<file path="config.mk">
export PLATFORM = sky130hd
export DESIGN_NAME = bus_request_stage
export DESIGN_NICKNAME = d
export VERILOG_FILES = /design/src/bus_pkg.sv /design/src/bus_request_stage.sv
export VERILOG_INCLUDE_DIRS = /design/src
export SDC_FILE = /design/constraint.sdc
export NUM_CORES = 1
export LEC_CHECK = 0
export ABC_AREA = 1
export CAP_MARGIN = 20
export CELL_PAD_IN_SITES_DETAIL_PLACEMENT = 1
export CELL_PAD_IN_SITES_GLOBAL_PLACEMENT = 1
export CORE_MARGIN = 1.5
export CORE_UTILIZATION = 46
export DETAILED_ROUTE_END_ITERATION = 8
export DONT_BUFFER_PORTS = 1
export PLACE_DENSITY = 0.72
export SLEW_MARGIN = 20
export SYNTH_ARGS = -nofsm -noshare
export SYNTH_HDL_FRONTEND = slang
export SYNTH_SLANG_ARGS = --single-unit
export TNS_END_PERCENT = 30
</file>
<file path="constraint.sdc">
create_clock -name i_clock -period 3.55 [get_ports i_clock]
set_input_delay 0.1775 -clock i_clock [delete_from_list [all_inputs] [get_ports i_clock]]
set_output_delay 0.1775 -clock i_clock [all_outputs]
set_load 0.05 [all_outputs]
</file>
<file path="src/mem_consts.svh">
// Memory bridge constants for the 16-bit SRAM side
`ifndef MEM_CONSTS_SVH
`define MEM_CONSTS_SVH

// Half-word address width of the SRAM
`define RAM_ADDR_W 18

// Half-words held by the storage array
`define RAM_DEPTH (1 << `RAM_ADDR_W)

// Extra cycles the SRAM waits before it answers an access
// Zero gives a one-cycle answer
`define RAM_WAIT 2

`endif
</file>
<file path="src/bus_pkg.sv">
// Bus package with the 32-bit request and data word types
package bus_pkg;

	`include "mem_consts.svh"

	typedef struct packed {
		logic [15:0] hi;	// Odd half-word address
		logic [15:0] lo;	// Even half-word address
	} half_pair_t;

	// One data word, seen whole or as two half-words
	typedef union packed {
		logic [31:0] word;
		half_pair_t  half;
	} bus_word_t;

	typedef struct packed {
		logic                   rw;	// 1 is write
		logic [`RAM_ADDR_W-1:0] base;	// Even half-word address
		bus_word_t              wdata;
	} bus_req_t;

endpackage

</file>
<file path="src/bus_request_stage.sv">
// Bus request stage that latches a 32-bit request and forms its half-word base
`timescale 1ns/1ps

`include "mem_consts.svh"

module bus_request_stage
	import bus_pkg::*;
(
	input  logic        i_clock,
	input  logic        i_rst,
	input  logic        i_enable,
	input  logic        i_rw,
	input  logic [31:0] i_address,
	input  logic [31:0] i_wdata,
	output bus_req_t    o_req,
	output logic        o_req_valid
);

	logic start;

	assign start = i_enable && !o_req_valid;	// First cycle of a new access

	always_ff @(posedge i_clock) begin
		if (i_rst || !i_enable) begin
			o_req_valid <= 1'b0;
		end else begin
			o_req_valid <= 1'b1;
		end
	end

	// Request is frozen for the whole access
	always_ff @(posedge i_clock) begin
		if (start) begin
			o_req.rw         <= i_rw;
			o_req.base       <= {i_address[`RAM_ADDR_W:2], 1'b0};	// Word to half-word
			o_req.wdata.word <= i_wdata;
		end
	end

	a_req_frozen: assert property (@(posedge i_clock) disable iff (i_rst)
		o_req_valid |=> !o_req_valid || $stable(o_req));

endmodule

</file>
==> metrics <==
status=complete, no violations; Post-Syn Nets=124; worst r2r src=o_req_valid$_DFF_P_; Slew HR=55.0%; # hold bufs at CTS=52; hold path start=i_enable; syn avg cell area=27.6 sq um; RSZ-0062 raised after global routing=no; PostCTS Resize Cnt=0; flops & latches, synth=51; num ports=120; Clock Pin Slew Worst Setup and Hold Paths=0.13 ns; first-pass GRT wire length=4.55 mm; # nets final=183; CTS tree=built; pwr dens=518 nW/um^2; Routed Antenna Nets=0; Clock Path Buffers=2; Synth-to-Final Area Change=40.8%; post-synthesis simple-gate area fraction=0.486%; CP startpoint=o_req_valid$_DFF_P_; Die Y=60.9 um; Bufs and invs on worst path=1; most common cell after layout, fill and taps aside=dlygate4sd3_1; mux share of post-synthesis cell area=0%; initial antenna violation count=0; CP max-delay cell=nor2_4; crit path DAT=1.96 ns; Compound-Gate Fraction of Synth Area=0%; average wire per standard cell=21.9 um; length of the first detailed-routing pass in iterations=2; leakage=0.754 nW; total CTS buffers=5; Starting Density=49.4%; htree depth=2; First DRT Iteration DRCs=20; largest family of logic cells by synthesized area=buffers and inverters; max_cap viols=0; Yosys cell types=6; DRC violations left=0; Req. time, crit path=3.58 ns; vias in the first global route=826; Sink Count=51; Placer Congestion=0.601; Hold WS=0.263 ns; post-route minimum period=1.93 ns; Worst Path Max Fanout=27; Ant. Diodes=0; Rows=20; netlist area before placement=1540 sq um; Global Route Usage Sum=19.3%; Least-Margin Pin Slew=0.674 ns; Power, Total=1.13 mW; pin count of the biggest net entering global routing=28; Ys Warns=0; setup violators final=0; Fin. Hold Viols=0; Post-Synth XOR/XNOR Area=0%; DIE AREA=3710 sq um; Max Clk Rate=519 MHz; Die Width=60.9 um; Crit Path Class=reg -> reg; GRT Residual Overflow=0; kind of cell adding the most delay to the critical path=simple AND/OR/NAND/NOR gates; final worst path period share=54.3%; final wirelength=3.49 mm; post-synthesis sequential area ratio=98.5%; worst hold path class=in -> reg; Critical Path Source Type=register; CTS Root Cell=clkbuf_4; slowest cell delay on critical path=0.63 ns; share of layout cells above drive strength 1=6.96%; maximum VDD drop=0.302 mV; via count=780; worst skew pair latency=0.35 ns; Final Core Density=69.5%; final clock skew=0.00741 ns; setup bufs post-CTS=0; Synth Instances=56; worst path cell trace=nor2_4 > buf_4; port bufs=0; Synth Area in Adders=0%; vias per cell=4.91; Core ar.=3130 sq um; Worst Setup End Kind=register; Final Max Slew Viols=0; Setup TNS Final=0 ns; most frequent cells in the layout=dlygate4sd3_1, edfxtp_1, clkbuf_4
==> through the flow <==
stage                     instances  worst slack (ns)  instance area [sq um]
after floorplan                  56             0.443                   1540
after global placement          100              1.71                   1610
after detailed placement        100              1.66                   1610
after CTS                       159              1.63                   2170
after global routing            159              1.54                   2170
final                           159              1.62                   2170
==> cell families (layout without fill, tap and decap cells) <==
| kind of cell | count (synthesis) | in the layout |
|---|---|---|
| flip-flops | 51 | 51 |
| AND/OR/NAND/NOR | 2 | 2 |
| buffers and inverters | 2 | 61 |
| other | 1 | 1 |
==> per-layer routing <==
metal | track usage, % | wire [um] | vias up
met2 | 33.2 | 1840 | 63
met1 | 21.0 | 1270 | 378
met5 | 0 | 0 | -
met4 | 7.76 | 65 | 0
li1 | - | - | 332
met3 | 8.32 | 316 | 7
==> state kept, by name, summed over array words and instances (netlist names) <==
register / count
o_req: 50
o_req_valid: 1
==> power by group <==
part           internal, mW  total (mW)  switching [mW]
logic                0.0397      0.0658          0.0261
clock network        0.0706       0.234           0.163
registers             0.702       0.826           0.124
==> path summary, 6_finish.rpt <==
kind | to | slack, ns | cells past startpoint
max reg2reg | o_req[3]$_DFFE_PP_ | 1.62 | 2
min reg2reg | o_req[4]$_DFFE_PP_ | 1.18 | 1
min | o_req[4]$_DFFE_PP_ | 0.26 | 2
max | o_req[3]$_DFFE_PP_ | 1.62 | 2
==> synthesized netlist by cell type <==
| cell | count | area share, % |
|---|---|---|
| inv_1 | 1 | 0.24 |
| edfxtp_1 | 50 | 97 |
| dfxtp_1 | 1 | 1.3 |
| conb_1 | 1 | 0.24 |
| nor2_1 | 2 | 0.49 |
| buf_4 | 1 | 0.49 |
==> area by class of cell <==
cell class	count	area (sq um)
timing repair buffer	53	528
multi-input combinational	3	18.8
inverter	1	3.75
sequential	51	1520
tap	44	55.1
fill	250	955
clock buffer	5	37.5
clock inverter	2	8.76
Power figures use the tool's default switching activity.
