[config.mk]
export PLATFORM = sky130hd
export DESIGN_NAME = half_word_sequencer
export DESIGN_NICKNAME = d
export VERILOG_FILES = /design/src/ram_pkg.sv /design/src/bus_pkg.sv /design/src/half_word_sequencer.sv
export VERILOG_INCLUDE_DIRS = /design/src
export SDC_FILE = /design/constraint.sdc
export NUM_CORES = 1
export LEC_CHECK = 0
export ABC_AREA = 0
export BUFFER_PORTS_ARGS = -buffer_cell sky130_fd_sc_hd__buf_2
export CAP_MARGIN = 0
export CORE_ASPECT_RATIO = 1.25
export CORE_MARGIN = 3
export CORE_UTILIZATION = 43
export DETAILED_ROUTE_END_ITERATION = 8
export GPL_TIMING_DRIVEN = 0
export PLACE_DENSITY = 0.78
export SLEW_MARGIN = 20
export SYNTH_ARGS = -nofsm -noshare
export SYNTH_HDL_FRONTEND = slang
export SYNTH_SLANG_ARGS = --single-unit
export TNS_END_PERCENT = 10
[constraint.sdc]
create_clock -name i_clock -period 3.8 [get_ports i_clock]
set_input_delay 0.38 -clock i_clock [delete_from_list [all_inputs] [get_ports i_clock]]
set_output_delay 0.38 -clock i_clock [all_outputs]
set_load 0.01 [all_outputs]
[src/mem_consts.svh]
// Memory bridge constants for the 16-bit SRAM side
`ifndef MEM_CONSTS_SVH
`define MEM_CONSTS_SVH

// Half-word address width of the SRAM
`define RAM_ADDR_W 18

// Half-words held by the storage array
`define RAM_DEPTH (1 << `RAM_ADDR_W)

// Extra cycles the SRAM waits before it answers an access
// Zero gives a one-cycle answer
`define RAM_WAIT 2

`endif
[src/ram_pkg.sv]
// RAM package with the half-word access and sequencer state types
package ram_pkg;

	`include "mem_consts.svh"

	typedef struct packed {
		logic                   rw;	// 1 is write
		logic [`RAM_ADDR_W-1:0] addr;
		logic [15:0]            wdata;
	} ram_acc_t;

	typedef enum logic [2:0] {
		IDLE,
		LO_ISSUE,	// Present the even half-word
		LO_WAIT,
		HI_ISSUE,	// Present the odd half-word
		HI_WAIT,
		DONE
	} seq_state_t;

endpackage

[src/bus_pkg.sv]
// Bus package with the 32-bit request and data word types
package bus_pkg;

	`include "mem_consts.svh"

	typedef struct packed {
		logic [15:0] hi;	// Odd half-word address
		logic [15:0] lo;	// Even half-word address
	} half_pair_t;

	// One data word, seen whole or as two half-words
	typedef union packed {
		logic [31:0] word;
		half_pair_t  half;
	} bus_word_t;

	typedef struct packed {
		logic                   rw;	// 1 is write
		logic [`RAM_ADDR_W-1:0] base;	// Even half-word address
		bus_word_t              wdata;
	} bus_req_t;

endpackage

[src/half_word_sequencer.sv]
// Half-word sequencer that runs two 16-bit RAM accesses per 32-bit request
`timescale 1ns/1ps

`include "mem_consts.svh"

module half_word_sequencer
	import bus_pkg::*;
	import ram_pkg::*;
(
	input  logic        i_clock,
	input  logic        i_rst,
	input  bus_req_t    i_req,
	input  logic        i_req_valid,
	output logic [31:0] o_rdata,
	output logic        o_ready,
	output ram_acc_t    o_acc,
	output logic        o_ram_enable,
	input  logic [15:0] i_ram_rdata,
	input  logic        i_ram_ready
);

	seq_state_t state;
	bus_word_t  rdata_q;

	assign o_rdata = rdata_q.word;
	assign o_ready = (state == DONE) && i_req_valid;	// Falls with the request level

	always_ff @(posedge i_clock) begin
		if (i_rst || !i_req_valid) begin
			state        <= IDLE;
			o_ram_enable <= 1'b0;
		end else begin
			case (state)
				IDLE: begin
					state <= LO_ISSUE;
				end
				LO_ISSUE: begin
					o_ram_enable <= 1'b1;
					state        <= LO_WAIT;
				end
				LO_WAIT: begin
					if (i_ram_ready) begin
						o_ram_enable <= 1'b0;	// One idle cycle before the high half
						state        <= HI_ISSUE;
					end
				end
				HI_ISSUE: begin
					o_ram_enable <= 1'b1;
					state        <= HI_WAIT;
				end
				HI_WAIT: begin
					if (i_ram_ready) begin
						o_ram_enable <= 1'b0;
						state        <= DONE;
					end
				end
				default: begin
					state <= DONE;	// Hold until the requester lets go
				end
			endcase
		end
	end

	// Access word and collected read halves
	always_ff @(posedge i_clock) begin
		case (state)
			LO_ISSUE: begin
				o_acc.rw    <= i_req.rw;
				o_acc.addr  <= i_req.base;
				o_acc.wdata <= i_req.wdata.half.lo;
			end
			LO_WAIT: begin
				if (i_ram_ready) begin
					rdata_q.half.lo <= i_ram_rdata;
				end
			end
			HI_ISSUE: begin
				o_acc.rw    <= i_req.rw;
				o_acc.addr  <= {i_req.base[`RAM_ADDR_W-1:1], 1'b1};	// Base plus one
				o_acc.wdata <= i_req.wdata.half.hi;
			end
			HI_WAIT: begin
				if (i_ram_ready) begin
					rdata_q.half.hi <= i_ram_rdata;
				end
			end
			default: begin
			end
		endcase
	end

	// SRAM sees a steady access until it answers
	a_acc_stable: assert property (@(posedge i_clock) disable iff (i_rst)
		o_ram_enable && !i_ram_ready |=> $stable(o_acc));

	// DONE is only reached through the high half
	a_ready_done: assert property (@(posedge i_clock) disable iff (i_rst)
		o_ready |-> (state == DONE) && $past(state == HI_WAIT || state == DONE));

endmodule

==> metrics.csv, run 1 <==
metric,value,unit
WP data arrival,2.33,ns
startpoint types,register,
total I/O pin count,140,
hold buffers post-CTS,0,
cell area after synthesis,2462,um^2
Simple-Gate Fraction of Synth Area,0.03913,
CTS tree,done,
RD Place Congestion,0.7199,
die width,73.69,um
final instance area,3531,um^2
Pleak,1.531,nW
M1 wire length,1.755,mm
Required @ worst endpoint,3.88,ns
CTS H-tree lvls,3,
largest net degree at the start of global routing,38,
Routed WL,4.929,mm
worst reg-to-reg setup slack,1.55,ns
Synth Area per Inst,22.80,um^2
"Worst Path Class, Setup",register to register,
FMAX,443.9,MHz
"share of synthesized cell area in full adder, half adder and majority cells",0,
"Clk Latency, worst-skew pair",0.33,ns
DRT iter0 DRCs,56,
Yosys cell types,18,
Min-Delay Path Depth,1,
Final Hold Slack,0.2192,ns
Final Core Density,0.6443,
relative slew slack,0.3156,
Yosys reg bits,71,
final net count,333,
initial antenna violation count,0,
largest family of logic cells by synthesized area,multiplexers,
Critical Path Max Stage Delay,0.83,ns
pins over their slew limit,0,
first-pass iteration count of the detailed router,4,
path depth of the worst reg2reg path,5,
routed vias,1552,
Post-Syn Instances,108,
CP endpoint kind,register,
sequential element share of the synthesized area,0.8496,
Compound-Gate Fraction of Synth Area,0.007114,
Overflow after GRT,0,
num rows,30,
CTS Buf Count,9,
pwr/cell area,496.1,nW/um^2
area grow syn2layout,43.39,%
WL met3,810,um
Peak VDD IR,0.0002589,V
Layout fillers,384,
post-synthesis mux area share,0.08689,
Vert. Die Dim,90.61,um
Final period util,0.5929,
total of max-cap violations,0,
wire per inst,14.89,um
crit-path cells,buf_6 -> nor2b_4 -> nand2_4 -> buf_6 -> mux2_4,
Root Driver,clkbuf_8,
fin crit period,2.253,ns
layout cell share with drive strength beyond 1,0.6779,
Initial Util,0.4493,
"slowest stage cell, crit path",nor2b_4,
CTS resizes,0,
"Reg clk slew, reported paths",0.07,ns
# DRC,0,
Die ar.,6676,um^2
Worst Max-Slew Pin Slew,1.024,ns
clk sink count,71,
"antenna viol nets, final",0,
Pwr Total,1.752,mW
Antenna Diode Count,0,
worst min-delay path category,primary input to register,
area of the multi-input gates,349.1,um^2
register area,2092,um^2
first-pass GRT wire length,7.541,mm
Final Hold Vio Count,0,
unrepaired setup endpoints after global routing,no,
setup_tns,0,ns
met2 routed WL,2.238,mm
post-CTS setup buffers,0,
Syn Nets,179,
XOR/XNOR Fraction of Synth Area,0.003557,
Setup Viol. Count Final,0,
Via density,4.689,
yosys synthesis warning count,0,
highest metal used,met4,
status,completed,
vias in the first global route,1561,
crit-path most repeated cell,buf_6,
Final HPWL DP,3.722,mm
CORE AREA,5480,um^2
clock buffer depth,2,
Global Route Usage Sum,0.1556,
crit-path max FO,37,
Port Buffers,139,
Placed Area,3271,um^2
Layout Skew,0.007987,ns
worst max-delay path, delay by kind of cell, from the launching register on:
family / cells / cell delay [ns]
AND/OR/NAND/NOR: 2 / 1.02
flip-flops: 1 / 0.33
buffers and inverters: 2 / 0.35
multiplexers: 1 / 0.30
placed cells by master (no fill, tap or decap):
master / count
buf_2: 143
edfxtp_1: 67
mux2_4: 9
clkbuf_8: 9
mux2_2: 7
bufinv_16: 4
dfxtp_1: 4
nor2_1: 3
buf_6: 2
nor4b_2: 2
nand2b_1: 2
a21oi_1: 2
buf_4: 1
nor2b_4: 1
nand2_4: 1
inv_1: 1
and4b_1: 1
xnor2_1: 1
nor3_1: 1
nor4_1: 1
nor4b_1: 1
o21a_1: 1
clkinvlp_4: 1
clkinv_2: 1
clkbuf_1: 1
layout make-up:
cell class | count | share of cell area
Buffer | 3 | 0.008505
Clock buffer | 10 | 0.03614
Clock inverter | 6 | 0.03756
Inverter | 1 | 0.001063
Multi-Input combinational cell | 33 | 0.09887
Sequential cell | 71 | 0.5925
Tap cell | 64 | 0.02268
Timing Repair Buffer | 143 | 0.2027
per-layer routing:
layer / vias up / track usage
met5: - / 0
met4: 0 / 0.09063
met3: 11 / 0.08129
met2: 123 / 0.2389
met1: 689 / 0.1670
li1: 729 / -
cells in the mapped netlist:
cell type / count / share of area
and4b_1: 1 / 0.0041
nand2_4: 1 / 0.0046
o21a_1: 1 / 0.0030
nand2b_1: 2 / 0.0051
xnor2_1: 1 / 0.0036
nor2_1: 3 / 0.0046
buf_4: 1 / 0.0030
buf_6: 2 / 0.0091
nor2b_4: 1 / 0.0056
nor4b_1: 3 / 0.011
a21oi_1: 2 / 0.0041
nor3_1: 1 / 0.0020
nor4_1: 1 / 0.0025
dfxtp_1: 4 / 0.033
mux2_2: 7 / 0.032
edfxtp_1: 67 / 0.82
inv_1: 1 / 0.0015
mux2_4: 9 / 0.055
stage by stage:
| stage | setup WS (ns) | std cells |
|---|---|---|
| 2_1_floorplan | 1.064 | 108 |
| 3_3_place_gp | 0.3204 | 311 |
| 3_5_place_dp | 1.508 | 315 |
| 4_1_cts | 1.506 | 331 |
| 5_1_grt | 1.397 | 331 |
| 6_report | 1.547 | 331 |
cell families (layout without fill, tap and decap cells):
logic type      after synthesis  count (layout)
flops                        71              71
buf+inv                       4             163
mux                          16              16
xor+xnor                      1               1
compound gates                3               3
simple gates                 13              13
final timing paths:
check,from,end
setup reg to reg,state[0],o_acc[9]
setup / recovery,state[0],o_acc[9]
hold / removal,i_req[34],o_acc[18]
hold reg to reg,o_ram_enable,o_ram_enable
registers in the layout (all words and copies together) (netlist names):
signal	flops
state	3
o_ram_enable	1
o_acc	35
o_rdata	32
where the power goes:
part / leakage (nW) / total, mW / internal [mW] / switching, mW
logic: 0.759 / 0.102 / 0.0533 / 0.0484
registers: 0.646 / 0.885 / 0.880 / 0.00484
clock network: 0.126 / 0.765 / 0.502 / 0.263
Power figures use the tool's default switching activity.
==> run 2, diff against run 1 <==
- clock period: 3.8 -> 2.21 ns (I/O delays scaled with it)
==> metrics.csv, run 2 (synthesis results as in run 1) <==
metric,value,unit
CORE AREA,5480,um^2
Root Driver,clkbuf_8,
Overflow after GRT,0,
most frequent cells in the layout,"141 x buf_2, 67 x edfxtp_1, 9 x mux2_4, 9 x clkbuf_8, 7 x mux2_2",
final net count,333,
DRT iter0 DRCs,98,
final instance area,3501,um^2
Setup Viol. Count Final,0,
clk sink count,71,
Required @ worst endpoint,2.30,ns
Routed WL,4.926,mm
path depth of the worst reg2reg path,5,
relative slew slack,0.3567,
Final HPWL DP,3.639,mm
Pwr Total,2.780,mW
Via density,4.689,
Pleak,1.506,nW
die width,73.69,um
first-pass iteration count of the detailed router,4,
CTS H-tree lvls,3,
num rows,30,
Layout Skew,0.007022,ns
clock buffer depth,2,
unrepaired setup endpoints after global routing,no,
status,completed,
largest net degree at the start of global routing,20,
FMAX,524.1,MHz
Placed Area,3281,um^2
setup ws final,0.3018,ns
CTS Buf Count,9,
"most common cell after layout, fill and taps aside",buf_2,
max reg flops,35,
met2 Use GR,0.2596,
busiest layer in global routing,met2,
fin crit period,1.908,ns
family with the most delay on the worst path,simple AND/OR/NAND/NOR gates,
Min-Delay Path Depth,1,
CTS resizes,0,
Final period util,0.8634,
RD Place Congestion,0.7304,
buffers plus inverters on the worst setup path,2,
worst min-delay path category,primary input to register,
Peak VDD IR,0.0003919,V
crit-path most repeated cell,buf_6,
routed vias,1552,
Antenna Diode Count,0,
CTS tree,done,
vias in the first global route,1605,
pwr/cell area,794.0,nW/um^2
Die ar.,6676,um^2
CP endpoint kind,register,
hold buffers post-CTS,0,
"antenna viol nets, final",0,
hold wc startpoint,i_req[38],
"Clk Latency, worst-skew pair",0.33,ns
Top reg by flops,o_acc,
Final Hold Vio Count,0,
Port Buffers,139,
CP Depth,5,
GR Util met1,0.1454,
wire per inst,14.88,um
"Worst Path Class, Setup",register to register,
total of max-cap violations,0,
Worst Max-Slew Pin Slew,0.9605,ns
layout cell share with drive strength beyond 1,0.6704,
pins over their slew limit,0,
Final Core Density,0.6388,
first-pass GRT wire length,7.438,mm
"slowest stage cell, crit path",nor2b_4,
Critical Path Max Stage Delay,0.52,ns
r2r startpoint,state[0],
# DRC,0,
area grow syn2layout,42.17,%
startpoint types,register,
crit path launch,state[0],
Global Route Usage Sum,0.1543,
met3 layer usage reported by global route,0.06570,
Initial Util,0.4493,
initial antenna violation count,0,
dpl ws,-0.1135,ns
total I/O pin count,140,
"Reg clk slew, reported paths",0.08,ns
Vert. Die Dim,90.61,um
crit-path max FO,19,
WP data arrival,1.99,ns
crit-path cells,buf_6 -> nor2b_4 -> nand2_4 -> buf_6 -> mux2_4,
-- run 2: timing repair --
item / 4_1_cts / 5_1_grt
endpoints found under the hold margin: 0 / 0
endpoints found under the setup margin: 9 / 0
setup buffers: 0 / 0
-- run 2: where the power goes --
group          leakage [nW]  total, mW  switching, mW  internal, mW
clock                 0.102       1.08          0.449         0.632
sequential            0.646       1.52        0.00829          1.51
combinational         0.758      0.177         0.0845        0.0925
-- run 2: layout make-up --
cell class	count	area (um^2)
Clock inverter	6	83.83
Timing Repair Buffer	142	716.9
Inverter	1	3.754
Multi-Input combinational cell	34	366.6
Tap cell	64	80.08
Clock buffer	10	127.6
Buffer	3	30.03
Fill cell	401	1979
Sequential cell	71	2092
-- run 2: stage by stage --
| step | cells | TNS (ns) | hold slack [ns] |
|---|---|---|---|
| after global placement | 311 | -24.70 | 0.3982 |
| after detailed placement | 314 | -0.9628 | 0.3992 |
| after floorplan | 108 | -8.697 | 0.3199 |
| final | 331 | 0 | 0.05542 |
| after CTS | 331 | 0 | 0.03214 |
| after global routing | 331 | 0 | 0.02893 |
-- run 2: worst paths after layout --
kind / endpoint / slack (ns)
setup / recovery: o_acc[12] / 0.30
hold reg to reg: o_ram_enable / 0.49
hold / removal: o_acc[22] / 0.06
setup reg to reg: o_acc[12] / 0.30
-- run 2: per-layer routing --
| metal | up-vias | wire length (um) |
|---|---|---|
| met1 | 695 | 1650 |
| li1 | 735 | - |
| met3 | 11 | 708 |
| met4 | 0 | 143 |
| met2 | 111 | 2424 |
| met5 | - | 0 |
==> run 3, diff against run 2 <==
- PLACE_DENSITY: 0.78 -> not set
- PLACE_DENSITY_LB_ADDON: not set -> 0.15
==> metrics.csv, run 3 (synthesis results as in run 1) <==
metric,value,unit
total I/O pin count,140,
setup ws final,0.2877,ns
setup_tns,0,ns
Final period util,0.8698,
area grow syn2layout,42.28,%
post-CTS setup buffers,0,
dpl ws,-0.1461,ns
CORE AREA,5480,um^2
Pleak,1.507,nW
FMAX,520.2,MHz
Routed WL,4.892,mm
die width,73.69,um
# DRC,0,
CTS H-tree lvls,3,
worst min-delay path category,primary input to register,
WP data arrival,2.01,ns
Overflow after GRT,0,
"Reg clk slew, reported paths",0.08,ns
Top reg by flops,o_acc,
DRT iter0 DRCs,79,
num rows,30,
Worst Max-Slew Pin Slew,0.9414,ns
layout cell share with drive strength beyond 1,0.6767,
clk sink count,71,
Via density,4.688,
Final Core Density,0.6393,
first-pass GRT wire length,7.307,mm
max reg flops,35,
Pwr Total,2.777,mW
largest net degree at the start of global routing,20,
final instance area,3503,um^2
RD Place Congestion,0.7261,
Final HPWL DP,3.569,mm
initial antenna violation count,0,
Layout Skew,0.006657,ns
Final Hold Vio Count,0,
CTS resizes,0,
routed vias,1547,
fin crit period,1.922,ns
placed cells,314,
pins over their slew limit,0,
crit-path max FO,19,
CTS tree,done,
"antenna viol nets, final",0,
"Clk Latency, worst-skew pair",0.33,ns
"Worst Path Class, Setup",register to register,
first-pass iteration count of the detailed router,4,
vias in the first global route,1520,
CP endpoint kind,register,
Die ar.,6676,um^2
final net count,333,
Placed Area,3286,um^2
relative slew slack,0.3695,
most frequent cells in the layout,"139 x buf_2, 67 x edfxtp_1, 9 x mux2_4, 9 x clkbuf_8, 7 x mux2_2",
Non-Filler Instances,330,
startpoint types,register,
Global Route Usage Sum,0.1501,
Root Driver,clkbuf_8,
Antenna Diode Count,0,
hold buffers post-CTS,0,
Setup Viol. Count Final,0,
Initial Util,0.4493,
Final Hold Slack,0.05610,ns
total of max-cap violations,0,
status,completed,
"most common cell after layout, fill and taps aside",buf_2,
unrepaired setup endpoints after global routing,no,
Vert. Die Dim,90.61,um
wire per inst,14.82,um
Port Buffers,139,
Required @ worst endpoint,2.29,ns
Peak VDD IR,0.0004757,V
CTS Buf Count,9,
pwr/cell area,792.8,nW/um^2
clock buffer depth,2,
[run 3: cell types whose count changed in the layout (fill, tap and decap cells not counted), sizes merged]
| cell | delta |
|---|---|
| clkbuf | -1 |
[run 3: report_power, final]
part	switching (mW)	total, mW	internal, mW
Combinational	0.0831	0.176	0.0928
Clock	0.454	1.08	0.627
Sequential	0.00740	1.52	1.51
[run 3: path summary, 6_finish.rpt]
| kind | start | endpoint | slack [ns] | cells after the start |
|---|---|---|---|---|
| setup / recovery | state[0] | o_acc[14] | 0.29 | 5 |
| hold / removal | i_req[47] | o_acc[31] | 0.06 | 1 |
| setup reg to reg | state[0] | o_acc[14] | 0.29 | 5 |
| hold reg to reg | o_ram_enable | o_ram_enable | 0.51 | 2 |
[run 3: routing by layer]
layer  global-route usage  share of wire  vias to the layer above
met3              0.04677           0.10                       19
met2               0.2581           0.53                       94
li1                     -              -                      733
met1               0.1476           0.32                      701
met4               0.1012          0.046                        0
met5                    0              0                        -
[run 3: critical path, stage by stage (launching register included)]
cell	delay, ns
dfxtp_1	0.33
buf_6	0.14
nor2b_4	0.53
nand2_4	0.18
buf_6	0.20
mux2_4	0.30
[run 3: layout make-up]
class                      count  area [um^2]
timing repair buffer         142        721.9
fill                         421         1977
inverter                       1        3.754
buffer                         3        30.03
tap                           64        80.08
clock inverter                 6        85.08
sequential                    71         2092
multi-input combinational     34        366.6
clock buffer                   9        123.9
